$ cat src/verilog/peak_monitor_cfg.svh
`ifndef PEAK_MONITOR_CFG_SVH
`define PEAK_MONITOR_CFG_SVH

// ~~~~~~~~~~~~~~~~~~~~~~~~~~~~~~~~~~~~~~~~~~~~~~~~~~~~~~~~~~~~~~~~~~~~
// SPI frame timing, all counts in clk cycles or SCLK periods
// ~~~~~~~~~~~~~~~~~~~~~~~~~~~~~~~~~~~~~~~~~~~~~~~~~~~~~~~~~~~~~~~~~~~~
`define SCLK_HALF       2
// two leading zeros, then the conversion result MSB first
`define FRAME_BITS      12
`define DATA_BITS       10
`define CS_GAP          4
`define NUM_CH          4

// ~~~~~~~~~~~~~~~~~~~~~~~~~~~~~~~~~~~~~~~~~~~~~~~~~~~~~~~~~~~~~~~~~~~~
// register port and window widths
// ~~~~~~~~~~~~~~~~~~~~~~~~~~~~~~~~~~~~~~~~~~~~~~~~~~~~~~~~~~~~~~~~~~~~
`define WIN_BITS        16
`define REG_ADDR_BITS   3
`define REG_DATA_BITS   16
`define CHAN_SEL_BITS   3
`define WINDOW_DEFAULT  8

`endif

$ cat src/verilog/peak_monitor_pkg.sv
`include "peak_monitor_cfg.svh"

package peak_monitor_pkg;

    // one conversion result from a single ADC
    typedef logic [`DATA_BITS-1:0] adc_sample_t;

    // one value per channel, ch1 sits in the upper bits
    typedef struct packed {
        adc_sample_t ch1;
        adc_sample_t ch2;
        adc_sample_t ch3;
        adc_sample_t ch4;
    } sample_set_t;

    // window length in frames and the number of completed windows
    typedef logic [`WIN_BITS-1:0] win_len_t;
    typedef logic [`WIN_BITS-1:0] win_count_t;

    typedef logic [`REG_ADDR_BITS-1:0] reg_addr_t;
    typedef logic [`REG_DATA_BITS-1:0] reg_data_t;

    // codes 1 to 4 pick a channel, anything else reads as zero
    typedef logic [`CHAN_SEL_BITS-1:0] chan_sel_t;

    typedef enum logic [1:0] {
        s_idle,
        s_shift,
        s_gap
    } sampler_state_t;

endpackage

$ cat src/verilog/adc_spi_sampler.sv
`include "peak_monitor_cfg.svh"

module adc_spi_sampler
    import peak_monitor_pkg::*;
(
    input  logic               clk,
    input  logic               rst_n,
    input  logic               enable,
    // miso[0] belongs to channel 1, miso[3] to channel 4
    input  logic [`NUM_CH-1:0] miso,
    output logic               sclk,
    output logic               cs_n,
    output logic               sample_valid,
    output sample_set_t        samples
);

    localparam int DIV_LEN = 2 * `SCLK_HALF;
    localparam int CNT_LEN = (DIV_LEN > `CS_GAP) ? DIV_LEN : `CS_GAP;
    localparam int CNT_W   = $clog2(CNT_LEN);
    localparam int BIT_W   = $clog2(`FRAME_BITS);

    sampler_state_t   state;
    logic [CNT_W-1:0] div_cnt;
    logic [BIT_W-1:0] bit_cnt;
    adc_sample_t      shift_q [`NUM_CH];

    logic div_last;
    logic gap_last;
    logic rise_tick;
    logic frame_done;

    // the divider counter doubles as the gap counter while cs_n is high
    assign div_last   = (div_cnt == CNT_W'(DIV_LEN - 1));
    assign gap_last   = (div_cnt == CNT_W'(`CS_GAP - 1));
    assign rise_tick  = (state == s_shift) && (div_cnt == CNT_W'(`SCLK_HALF - 1));
    assign frame_done = (state == s_shift) && div_last
                        && (bit_cnt == BIT_W'(`FRAME_BITS - 1));

    // sclk is low for the first half of each period and idles low
    assign cs_n = (state != s_shift);
    assign sclk = (state == s_shift) && (div_cnt >= CNT_W'(`SCLK_HALF));

    // ~~~~~~~~~~~~~~~~~~~~~~~~~~~~~~~~~~~~~~~~~~~~~~~~~~~~~~~~~~~~~~~~~~~~
    // frame sequencer
    // ~~~~~~~~~~~~~~~~~~~~~~~~~~~~~~~~~~~~~~~~~~~~~~~~~~~~~~~~~~~~~~~~~~~~
    always_ff @(posedge clk) begin
        if (!rst_n) begin
            state        <= s_idle;
            div_cnt      <= '0;
            bit_cnt      <= '0;
            sample_valid <= 1'b0;
        end else begin
            sample_valid <= frame_done;
            case (state)
                s_idle: begin
                    div_cnt <= '0;
                    bit_cnt <= '0;
                    if (enable) begin
                        state <= s_shift;
                    end
                end
                s_shift: begin
                    if (div_last) begin
                        div_cnt <= '0;
                        if (frame_done) begin
                            bit_cnt <= '0;
                            state   <= s_gap;
                        end else begin
                            bit_cnt <= bit_cnt + 1'b1;
                        end
                    end else begin
                        div_cnt <= div_cnt + 1'b1;
                    end
                end
                s_gap: begin
                    if (gap_last) begin
                        div_cnt <= '0;
                        // a cleared enable only takes effect between frames
                        state   <= enable ? s_shift : s_idle;
                    end else begin
                        div_cnt <= div_cnt + 1'b1;
                    end
                end
                default: state <= s_idle;
            endcase
        end
    end

    // the two leading zeros drop out of the top of each shift register
    always_ff @(posedge clk) begin
        if (rise_tick) begin
            for (int ch = 0; ch < `NUM_CH; ch++) begin
                shift_q[ch] <= {shift_q[ch][`DATA_BITS-2:0], miso[ch]};
            end
        end
        if (frame_done) begin
            samples.ch1 <= shift_q[0];
            samples.ch2 <= shift_q[1];
            samples.ch3 <= shift_q[2];
            samples.ch4 <= shift_q[3];
        end
    end

    a_idle_cs_high: assert property (@(posedge clk) disable iff (!rst_n)
        (state == s_idle && !enable) |=> cs_n);

    a_valid_single: assert property (@(posedge clk) disable iff (!rst_n)
        sample_valid |=> !sample_valid);

endmodule

$ cat src/verilog/peak_cache.sv
module peak_cache
    import peak_monitor_pkg::*;
(
    input  logic        clk,
    input  logic        rst_n,
    input  adc_sample_t sample,
    input  logic        sample_valid,
    input  logic        window_end,
    output adc_sample_t held_peak
);

    adc_sample_t run_max;
    adc_sample_t next_max;

    // the final sample of a window still counts toward its peak
    assign next_max = (sample > run_max) ? sample : run_max;

    always_ff @(posedge clk) begin
        if (!rst_n) begin
            run_max   <= '0;
            held_peak <= '0;
        end else if (sample_valid) begin
            if (window_end) begin
                held_peak <= next_max;
                run_max   <= '0;
            end else begin
                run_max   <= next_max;
            end
        end
    end

    a_max_tracks: assert property (@(posedge clk) disable iff (!rst_n)
        (sample_valid && !window_end) |=> (run_max >= $past(sample)));

endmodule

$ cat src/verilog/peak_monitor_top.sv
`include "peak_monitor_cfg.svh"

module peak_monitor_top
    import peak_monitor_pkg::*;
(
    input  logic               clk,
    input  logic               rst_n,
    output logic               sclk,
    output logic               cs_n,
    input  logic [`NUM_CH-1:0] miso,
    input  logic               reg_wr,
    input  reg_addr_t          reg_addr,
    input  reg_data_t          reg_wdata,
    output reg_data_t          reg_rdata,
    output logic               window_done
);

    logic        enable;
    logic        sample_valid;
    logic        window_end;
    logic        window_restart;
    win_len_t    window_len;
    sample_set_t samples;
    // each cache drives its own field
    wire sample_set_t held_peaks;

    adc_spi_sampler u_sampler (
        .clk          (clk),
        .rst_n        (rst_n),
        .enable       (enable),
        .miso         (miso),
        .sclk         (sclk),
        .cs_n         (cs_n),
        .sample_valid (sample_valid),
        .samples      (samples)
    );

    window_timer u_timer (
        .clk            (clk),
        .rst_n          (rst_n),
        .sample_valid   (sample_valid),
        .window_len     (window_len),
        .window_restart (window_restart),
        .window_end     (window_end)
    );

    // ~~~~~~~~~~~~~~~~~~~~~~~~~~~~~~~~~~~~~~~~~~~~~~~~~~~~~~~~~~~~~~~~~~~~
    // one peak cache per channel
    // ~~~~~~~~~~~~~~~~~~~~~~~~~~~~~~~~~~~~~~~~~~~~~~~~~~~~~~~~~~~~~~~~~~~~
    peak_cache u_cache_1 (
        .clk          (clk),
        .rst_n        (rst_n),
        .sample       (samples.ch1),
        .sample_valid (sample_valid),
        .window_end   (window_end),
        .held_peak    (held_peaks.ch1)
    );

    peak_cache u_cache_2 (
        .clk          (clk),
        .rst_n        (rst_n),
        .sample       (samples.ch2),
        .sample_valid (sample_valid),
        .window_end   (window_end),
        .held_peak    (held_peaks.ch2)
    );

    peak_cache u_cache_3 (
        .clk          (clk),
        .rst_n        (rst_n),
        .sample       (samples.ch3),
        .sample_valid (sample_valid),
        .window_end   (window_end),
        .held_peak    (held_peaks.ch3)
    );

    peak_cache u_cache_4 (
        .clk          (clk),
        .rst_n        (rst_n),
        .sample       (samples.ch4),
        .sample_valid (sample_valid),
        .window_end   (window_end),
        .held_peak    (held_peaks.ch4)
    );

    peak_regs u_regs (
        .clk            (clk),
        .rst_n          (rst_n),
        .reg_wr         (reg_wr),
        .reg_addr       (reg_addr),
        .reg_wdata      (reg_wdata),
        .reg_rdata      (reg_rdata),
        .enable         (enable),
        .window_len     (window_len),
        .window_restart (window_restart),
        .held_peaks     (held_peaks),
        .window_end     (window_end),
        .window_done    (window_done)
    );

endmodule

$ cat src/verilog/peak_regs.sv
`include "peak_monitor_cfg.svh"

module peak_regs
    import peak_monitor_pkg::*;
(
    input  logic        clk,
    input  logic        rst_n,
    input  logic        reg_wr,
    input  reg_addr_t   reg_addr,
    input  reg_data_t   reg_wdata,
    output reg_data_t   reg_rdata,
    output logic        enable,
    output win_len_t    window_len,
    output logic        window_restart,
    input  sample_set_t held_peaks,
    input  logic        window_end,
    output logic        window_done
);

    localparam reg_addr_t ADDR_CTRL  = 3'd0;
    localparam reg_addr_t ADDR_WLEN  = 3'd1;
    localparam reg_addr_t ADDR_CHSEL = 3'd2;
    localparam reg_addr_t ADDR_PEAK  = 3'd3;
    localparam reg_addr_t ADDR_COUNT = 3'd4;

    localparam chan_sel_t CHANNEL_1 = 3'd1;
    localparam chan_sel_t CHANNEL_2 = 3'd2;
    localparam chan_sel_t CHANNEL_3 = 3'd3;
    localparam chan_sel_t CHANNEL_4 = 3'd4;

    chan_sel_t   chan_sel;
    win_count_t  win_count;
    adc_sample_t sel_peak;

    // ~~~~~~~~~~~~~~~~~~~~~~~~~~~~~~~~~~~~~~~~~~~~~~~~~~~~~~~~~~~~~~~~~~~~
    // writable registers and window bookkeeping
    // ~~~~~~~~~~~~~~~~~~~~~~~~~~~~~~~~~~~~~~~~~~~~~~~~~~~~~~~~~~~~~~~~~~~~
    always_ff @(posedge clk) begin
        if (!rst_n) begin
            enable         <= 1'b0;
            window_len     <= win_len_t'(`WINDOW_DEFAULT);
            chan_sel       <= CHANNEL_1;
            window_restart <= 1'b0;
            win_count      <= '0;
            window_done    <= 1'b0;
        end else begin
            // restart lines up with the cycle the new setting takes effect
            window_restart <= reg_wr && ((reg_addr == ADDR_CTRL) || (reg_addr == ADDR_WLEN));
            if (reg_wr) begin
                case (reg_addr)
                    ADDR_CTRL:  enable     <= reg_wdata[0];
                    ADDR_WLEN:  window_len <= reg_wdata;
                    ADDR_CHSEL: chan_sel   <= reg_wdata[`CHAN_SEL_BITS-1:0];
                    default: ;
                endcase
            end
            if (window_end) begin
                win_count <= win_count + 1'b1;
            end
            // registered so it lands with the held peak update
            window_done <= window_end;
        end
    end

    always_comb begin
        case (chan_sel)
            CHANNEL_1: sel_peak = held_peaks.ch1;
            CHANNEL_2: sel_peak = held_peaks.ch2;
            CHANNEL_3: sel_peak = held_peaks.ch3;
            CHANNEL_4: sel_peak = held_peaks.ch4;
            default:   sel_peak = '0;
        endcase
    end

    always_comb begin
        case (reg_addr)
            ADDR_CTRL:  reg_rdata = reg_data_t'(enable);
            ADDR_WLEN:  reg_rdata = reg_data_t'(window_len);
            ADDR_CHSEL: reg_rdata = reg_data_t'(chan_sel);
            ADDR_PEAK:  reg_rdata = reg_data_t'(sel_peak);
            ADDR_COUNT: reg_rdata = reg_data_t'(win_count);
            default:    reg_rdata = '0;
        endcase
    end

endmodule

$ cat src/verilog/window_timer.sv
module window_timer
    import peak_monitor_pkg::*;
(
    input  logic     clk,
    input  logic     rst_n,
    input  logic     sample_valid,
    input  win_len_t window_len,
    input  logic     window_restart,
    output logic     window_end
);

    win_len_t frame_cnt;
    win_len_t eff_len;
    logic     last_frame;

    // a zero length behaves like a window of one frame
    assign eff_len = (window_len == '0) ? win_len_t'(1) : window_len;

    // compare with >= so a shortened window ends on the next frame
    assign last_frame = (frame_cnt >= eff_len - win_len_t'(1));
    assign window_end = sample_valid && last_frame;

    always_ff @(posedge clk) begin
        if (!rst_n) begin
            frame_cnt <= '0;
        end else if (window_restart) begin
            frame_cnt <= '0;
        end else if (window_end) begin
            frame_cnt <= '0;
        end else if (sample_valid) begin
            frame_cnt <= frame_cnt + 1'b1;
        end
    end

    // every window end comes with a strobe and leaves the count at zero
    a_end_with_strobe: assert property (@(posedge clk) disable iff (!rst_n)
        window_end |-> sample_valid ##1 (frame_cnt == '0));

endmodule
$ cat config.mk
export PLATFORM = sky130hd
export DESIGN_NAME = peak_monitor_top
export DESIGN_NICKNAME = d
export VERILOG_FILES = /design/src/verilog/peak_monitor_pkg.sv /design/src/verilog/adc_spi_sampler.sv /design/src/verilog/peak_cache.sv /design/src/verilog/peak_monitor_top.sv /design/src/verilog/peak_regs.sv /design/src/verilog/window_timer.sv
export VERILOG_INCLUDE_DIRS = /design/src /design/src/verilog
export SDC_FILE = /design/constraint.sdc
export NUM_CORES = 1
export LEC_CHECK = 0
export BUFFER_PORTS_ARGS = -buffer_cell sky130_fd_sc_hd__clkbuf_2
export CAP_MARGIN = 20
export CORE_AREA = 4 4 138 140
export CTS_BUF_LIST = sky130_fd_sc_hd__clkbuf_2
export DETAILED_ROUTE_END_ITERATION = 8
export DIE_AREA = 0 0 142 144
export GPL_TIMING_DRIVEN = 0
export PLACE_DENSITY_LB_ADDON = 0.1
export SLEW_MARGIN = 20
export SYNTH_ARGS = -nofsm -noshare
export SYNTH_HDL_FRONTEND = slang
export SYNTH_SLANG_ARGS = --single-unit
$ cat constraint.sdc
create_clock -name clk -period 4.5 [get_ports clk]
set_input_delay 0.9 -clock clk [delete_from_list [all_inputs] [get_ports clk]]
set_output_delay 0.9 -clock clk [all_outputs]
set_load 0.01 [all_outputs]
==> results.ini <==
[worst_setup_path]
r2r_start=u_regs.window_len[10]$_SDFFE_PN0P_
path_class=flip-flop to flip-flop
cp.required_ns=5.25
start_kind=flip-flop
critPathMaxFanout=10
cp_cell_sequence=clkbuf_1 -> or4_4 -> nor4_4 -> a21oi_1 -> ha_1 -> nand3_1 -> or2_2 -> nor2_1 -> xnor2_1 -> ha_1 -> nand4_1 -> nor4_2 -> a32oi_4 -> a21oi_4 -> or3_1 -> buf_6 -> buf_6 -> nor2_1
startpoint=u_regs.window_len[10]$_SDFFE_PN0P_
cp_data_arrival_time_ns=5.02
crit_family=simple AND/OR/NAND/NOR gates
endpoint_kind=flip-flop
max_stage_delay_ns=0.61
crit_buf_inv=3
cp_slowest_cell=or4_4

[global_route]
antenna_found_initial=1
grt.total_usage_pct=23.62
grt_pass1_vias=7711
grt_max_degree=35
gr-total-overflow=0
grt_first_pass_wirelength_mm=38.97

[synth]
syn_area_sq_um=10490
yosysWarnings=0
syn_inst=1049
yosysTopAreaCell=dfxtp_1
synth_area_leaders=dfxtp_1 (27%), edfxtp_1 (23%), ha_1 (8.0%)
synthArstFlopShare_pct=0
synth_ff_type=dfxtp_1
yosysSeqAreaShare_pct=50.20
synth_top_area_share_pct=27.29
synth_nets=1142
ys_seq_elements=223
synth_edf_count=80
avgSynthCellArea_sq_um=9.999
synth_cell_types=55

[clock_network]
h-tree-depth=2
root_buffer=clkbuf_2
cts_tree=built
clk_pin_slew_ns=0.10
clk_path_buf_depth=3
clock_latency_ns=0.83
numCtsBuffers=56
cts_sinks=223

[sta]
drv_slew=0
clock_skew_ns=0.03094
period_share_pct=94.98
maxSlewHeadroom_pct=47.91
rsz0062_at_grt=no
max_freq_mhz=234.0
worst_slack_ns=0.2258
fin_crit_ns=4.274
whs_ns=0.2494
hold_violations=0
worst_slew_pin_slew_ns=0.7814
setup-violations-final=0

[floorplan]
ios=45
die_w_um=142
die_h_um=144
core_area_sq_um=17840
die-area_sq_um=20450
rows=49
start_util_pct=58.79

[cells_and_area]
area_delta_synth_final_pct=11.06
layout.nets=1246
seqCellArea_sq_um=5265
fill_cells=1492
multi_input_area_sq_um=4787
drive_above_1_share_pct=15.19
final_cell_area_sq_um=11650

[min_path]
hold_class=primary input to flip-flop
min_from=miso[1]

[placement]
io_buffers=42
hpwlAfterDp_mm=16.91
place_area_sq_um=11030
place_worst_setup_slack_ns=-0.4187
gp_congestion=0.9111

[power]
p_leak_nw=4.534
p_per_area_nw_per_um2=313.7
vdd.ir_drop.worst_mv=0.2230
finalPower_w=0.003654

[detailed_routing]
first_pass_iters=5
ant_nets=0
routed_wl_mm=23.81
num_vias=8161
first_iter_violations=520
drc=0
wl_per_cell_um=16.67
vias_per_cell=5.715

[run]
maxCapViolCount=0

[run_status]
status=finished, final reports clean

==> timing repair <==
action                                 CTS  global route
hold buffers                             0             0
resized for setup                        4            13
pin swaps                                2             3
endpoints found under the hold margin    0             0
buffers inserted                         1             2
setup endpoints to repair              112           104
==> cells in the mapped netlist (3+ instances only) <==
| master | number |
|---|---|
| a2111oi_0 | 3 |
| a211oi_1 | 5 |
| a21o_1 | 4 |
| a21oi_1 | 92 |
| a221oi_1 | 7 |
| a22oi_1 | 26 |
| and2_1 | 8 |
| and3_1 | 13 |
| buf_2 | 10 |
| clkbuf_1 | 48 |
| dfxtp_1 | 143 |
| edfxtp_1 | 80 |
| ha_1 | 67 |
| inv_1 | 61 |
| mux2_2 | 3 |
| mux2i_1 | 54 |
| nand2_1 | 108 |
| nand2_2 | 4 |
| nand2b_1 | 9 |
| nand3_1 | 26 |
| nand4_1 | 16 |
| nor2_1 | 71 |
| nor2b_1 | 4 |
| nor3_1 | 10 |
| nor3b_1 | 4 |
| nor4_1 | 3 |
| o21a_1 | 6 |
| o21ai_0 | 51 |
| o22ai_1 | 8 |
| o32ai_1 | 40 |
| o41a_1 | 4 |
| or3_1 | 3 |
| xnor2_1 | 16 |
| xor2_1 | 15 |
==> per-layer routing <==
layer  vias up  GRT usage, %  part of all wire (%)
met4         0         7.929                   2.1
met2       235         38.04                    46
met5         -             0                     0
li1       4077             -                     -
met3        42         4.563                   6.5
met1      3807         32.29                    45
==> worst paths after layout <==
kind                                       endpoint  slack, ns  cells past startpoint
setup reg to reg  u_timer.frame_cnt[5]$_SDFFE_PP0P_       0.23                     18
hold / removal    u_sampler.shift_q[1][0]$_DFFE_PP_       0.25                      1
setup / recovery  u_timer.frame_cnt[5]$_SDFFE_PP0P_       0.23                     18
hold reg to reg      u_sampler.samples[7]$_DFFE_PP_       0.42                      0
==> logic make-up after synthesis <==
kind of cell / synth area share [%]
buffers and inverters: 4.628
AND/OR/NAND/NOR: 12.81
adder cells (fa/ha/maj): 7.992
multiplexers: 5.475
flip-flops: 50.20
XOR/XNOR: 2.589
AO/OA/AOI/OAI: 16.31
==> metrics by stage <==
stage,utilization [%],TNS [ns],instances
detailed placement,61.81,-30.01,1322
global placement,61.58,-23.69,1320
finish,65.29,0,1428
CTS,64.96,0,1426
global route,65.29,0,1428
floorplan,-,0,1049
==> registers in the layout (all words and copies together) (netlist names), 16 cells and up <==
| signal | cells |
|---|---|
| u_sampler.shift_q | 40 |
| u_regs.window_len | 16 |
| u_sampler.samples | 40 |
| u_regs.win_count | 16 |
| u_timer.frame_cnt | 16 |
==> layout make-up <==
class	instances	area share (%)
Multi-Input combinational cell	704	41.10
Clock buffer	92	3.953
Timing Repair Buffer	47	2.449
Tap cell	229	2.460
Sequential cell	223	45.20
Clock inverter	11	0.6230
Antenna cell	1	0.02148
Inverter	61	1.966
Buffer	60	2.234
==> cells in the final DEF, fill, tap and decap left out, drive strengths merged, types with 16 or more instances in the layout <==
master | synthesis | layout
o32ai | 40 | 40
buf | 13 | 18
clkbuf | 48 | 181
nand4 | 16 | 16
nor2 | 71 | 71
xnor2 | 16 | 16
dfxtp | 143 | 143
a21oi | 93 | 93
a22oi | 26 | 26
o21ai | 51 | 51
edfxtp | 80 | 80
ha | 67 | 67
nand3 | 26 | 26
inv | 61 | 62
nand2 | 112 | 112
mux2i | 54 | 54
==> power by group <==
group / total (W) / internal, W / leakage (nW) / switching (W)
registers: 0.00210 / 0.00208 / 1.87 / 0.0000111
logic: 0.000169 / 0.0000586 / 2.25 / 0.000110
clock network: 0.00139 / 0.000591 / 0.416 / 0.000799
total: 0.00365 / 0.00273 / 4.53 / 0.000920
Power figures use the tool's default switching activity.
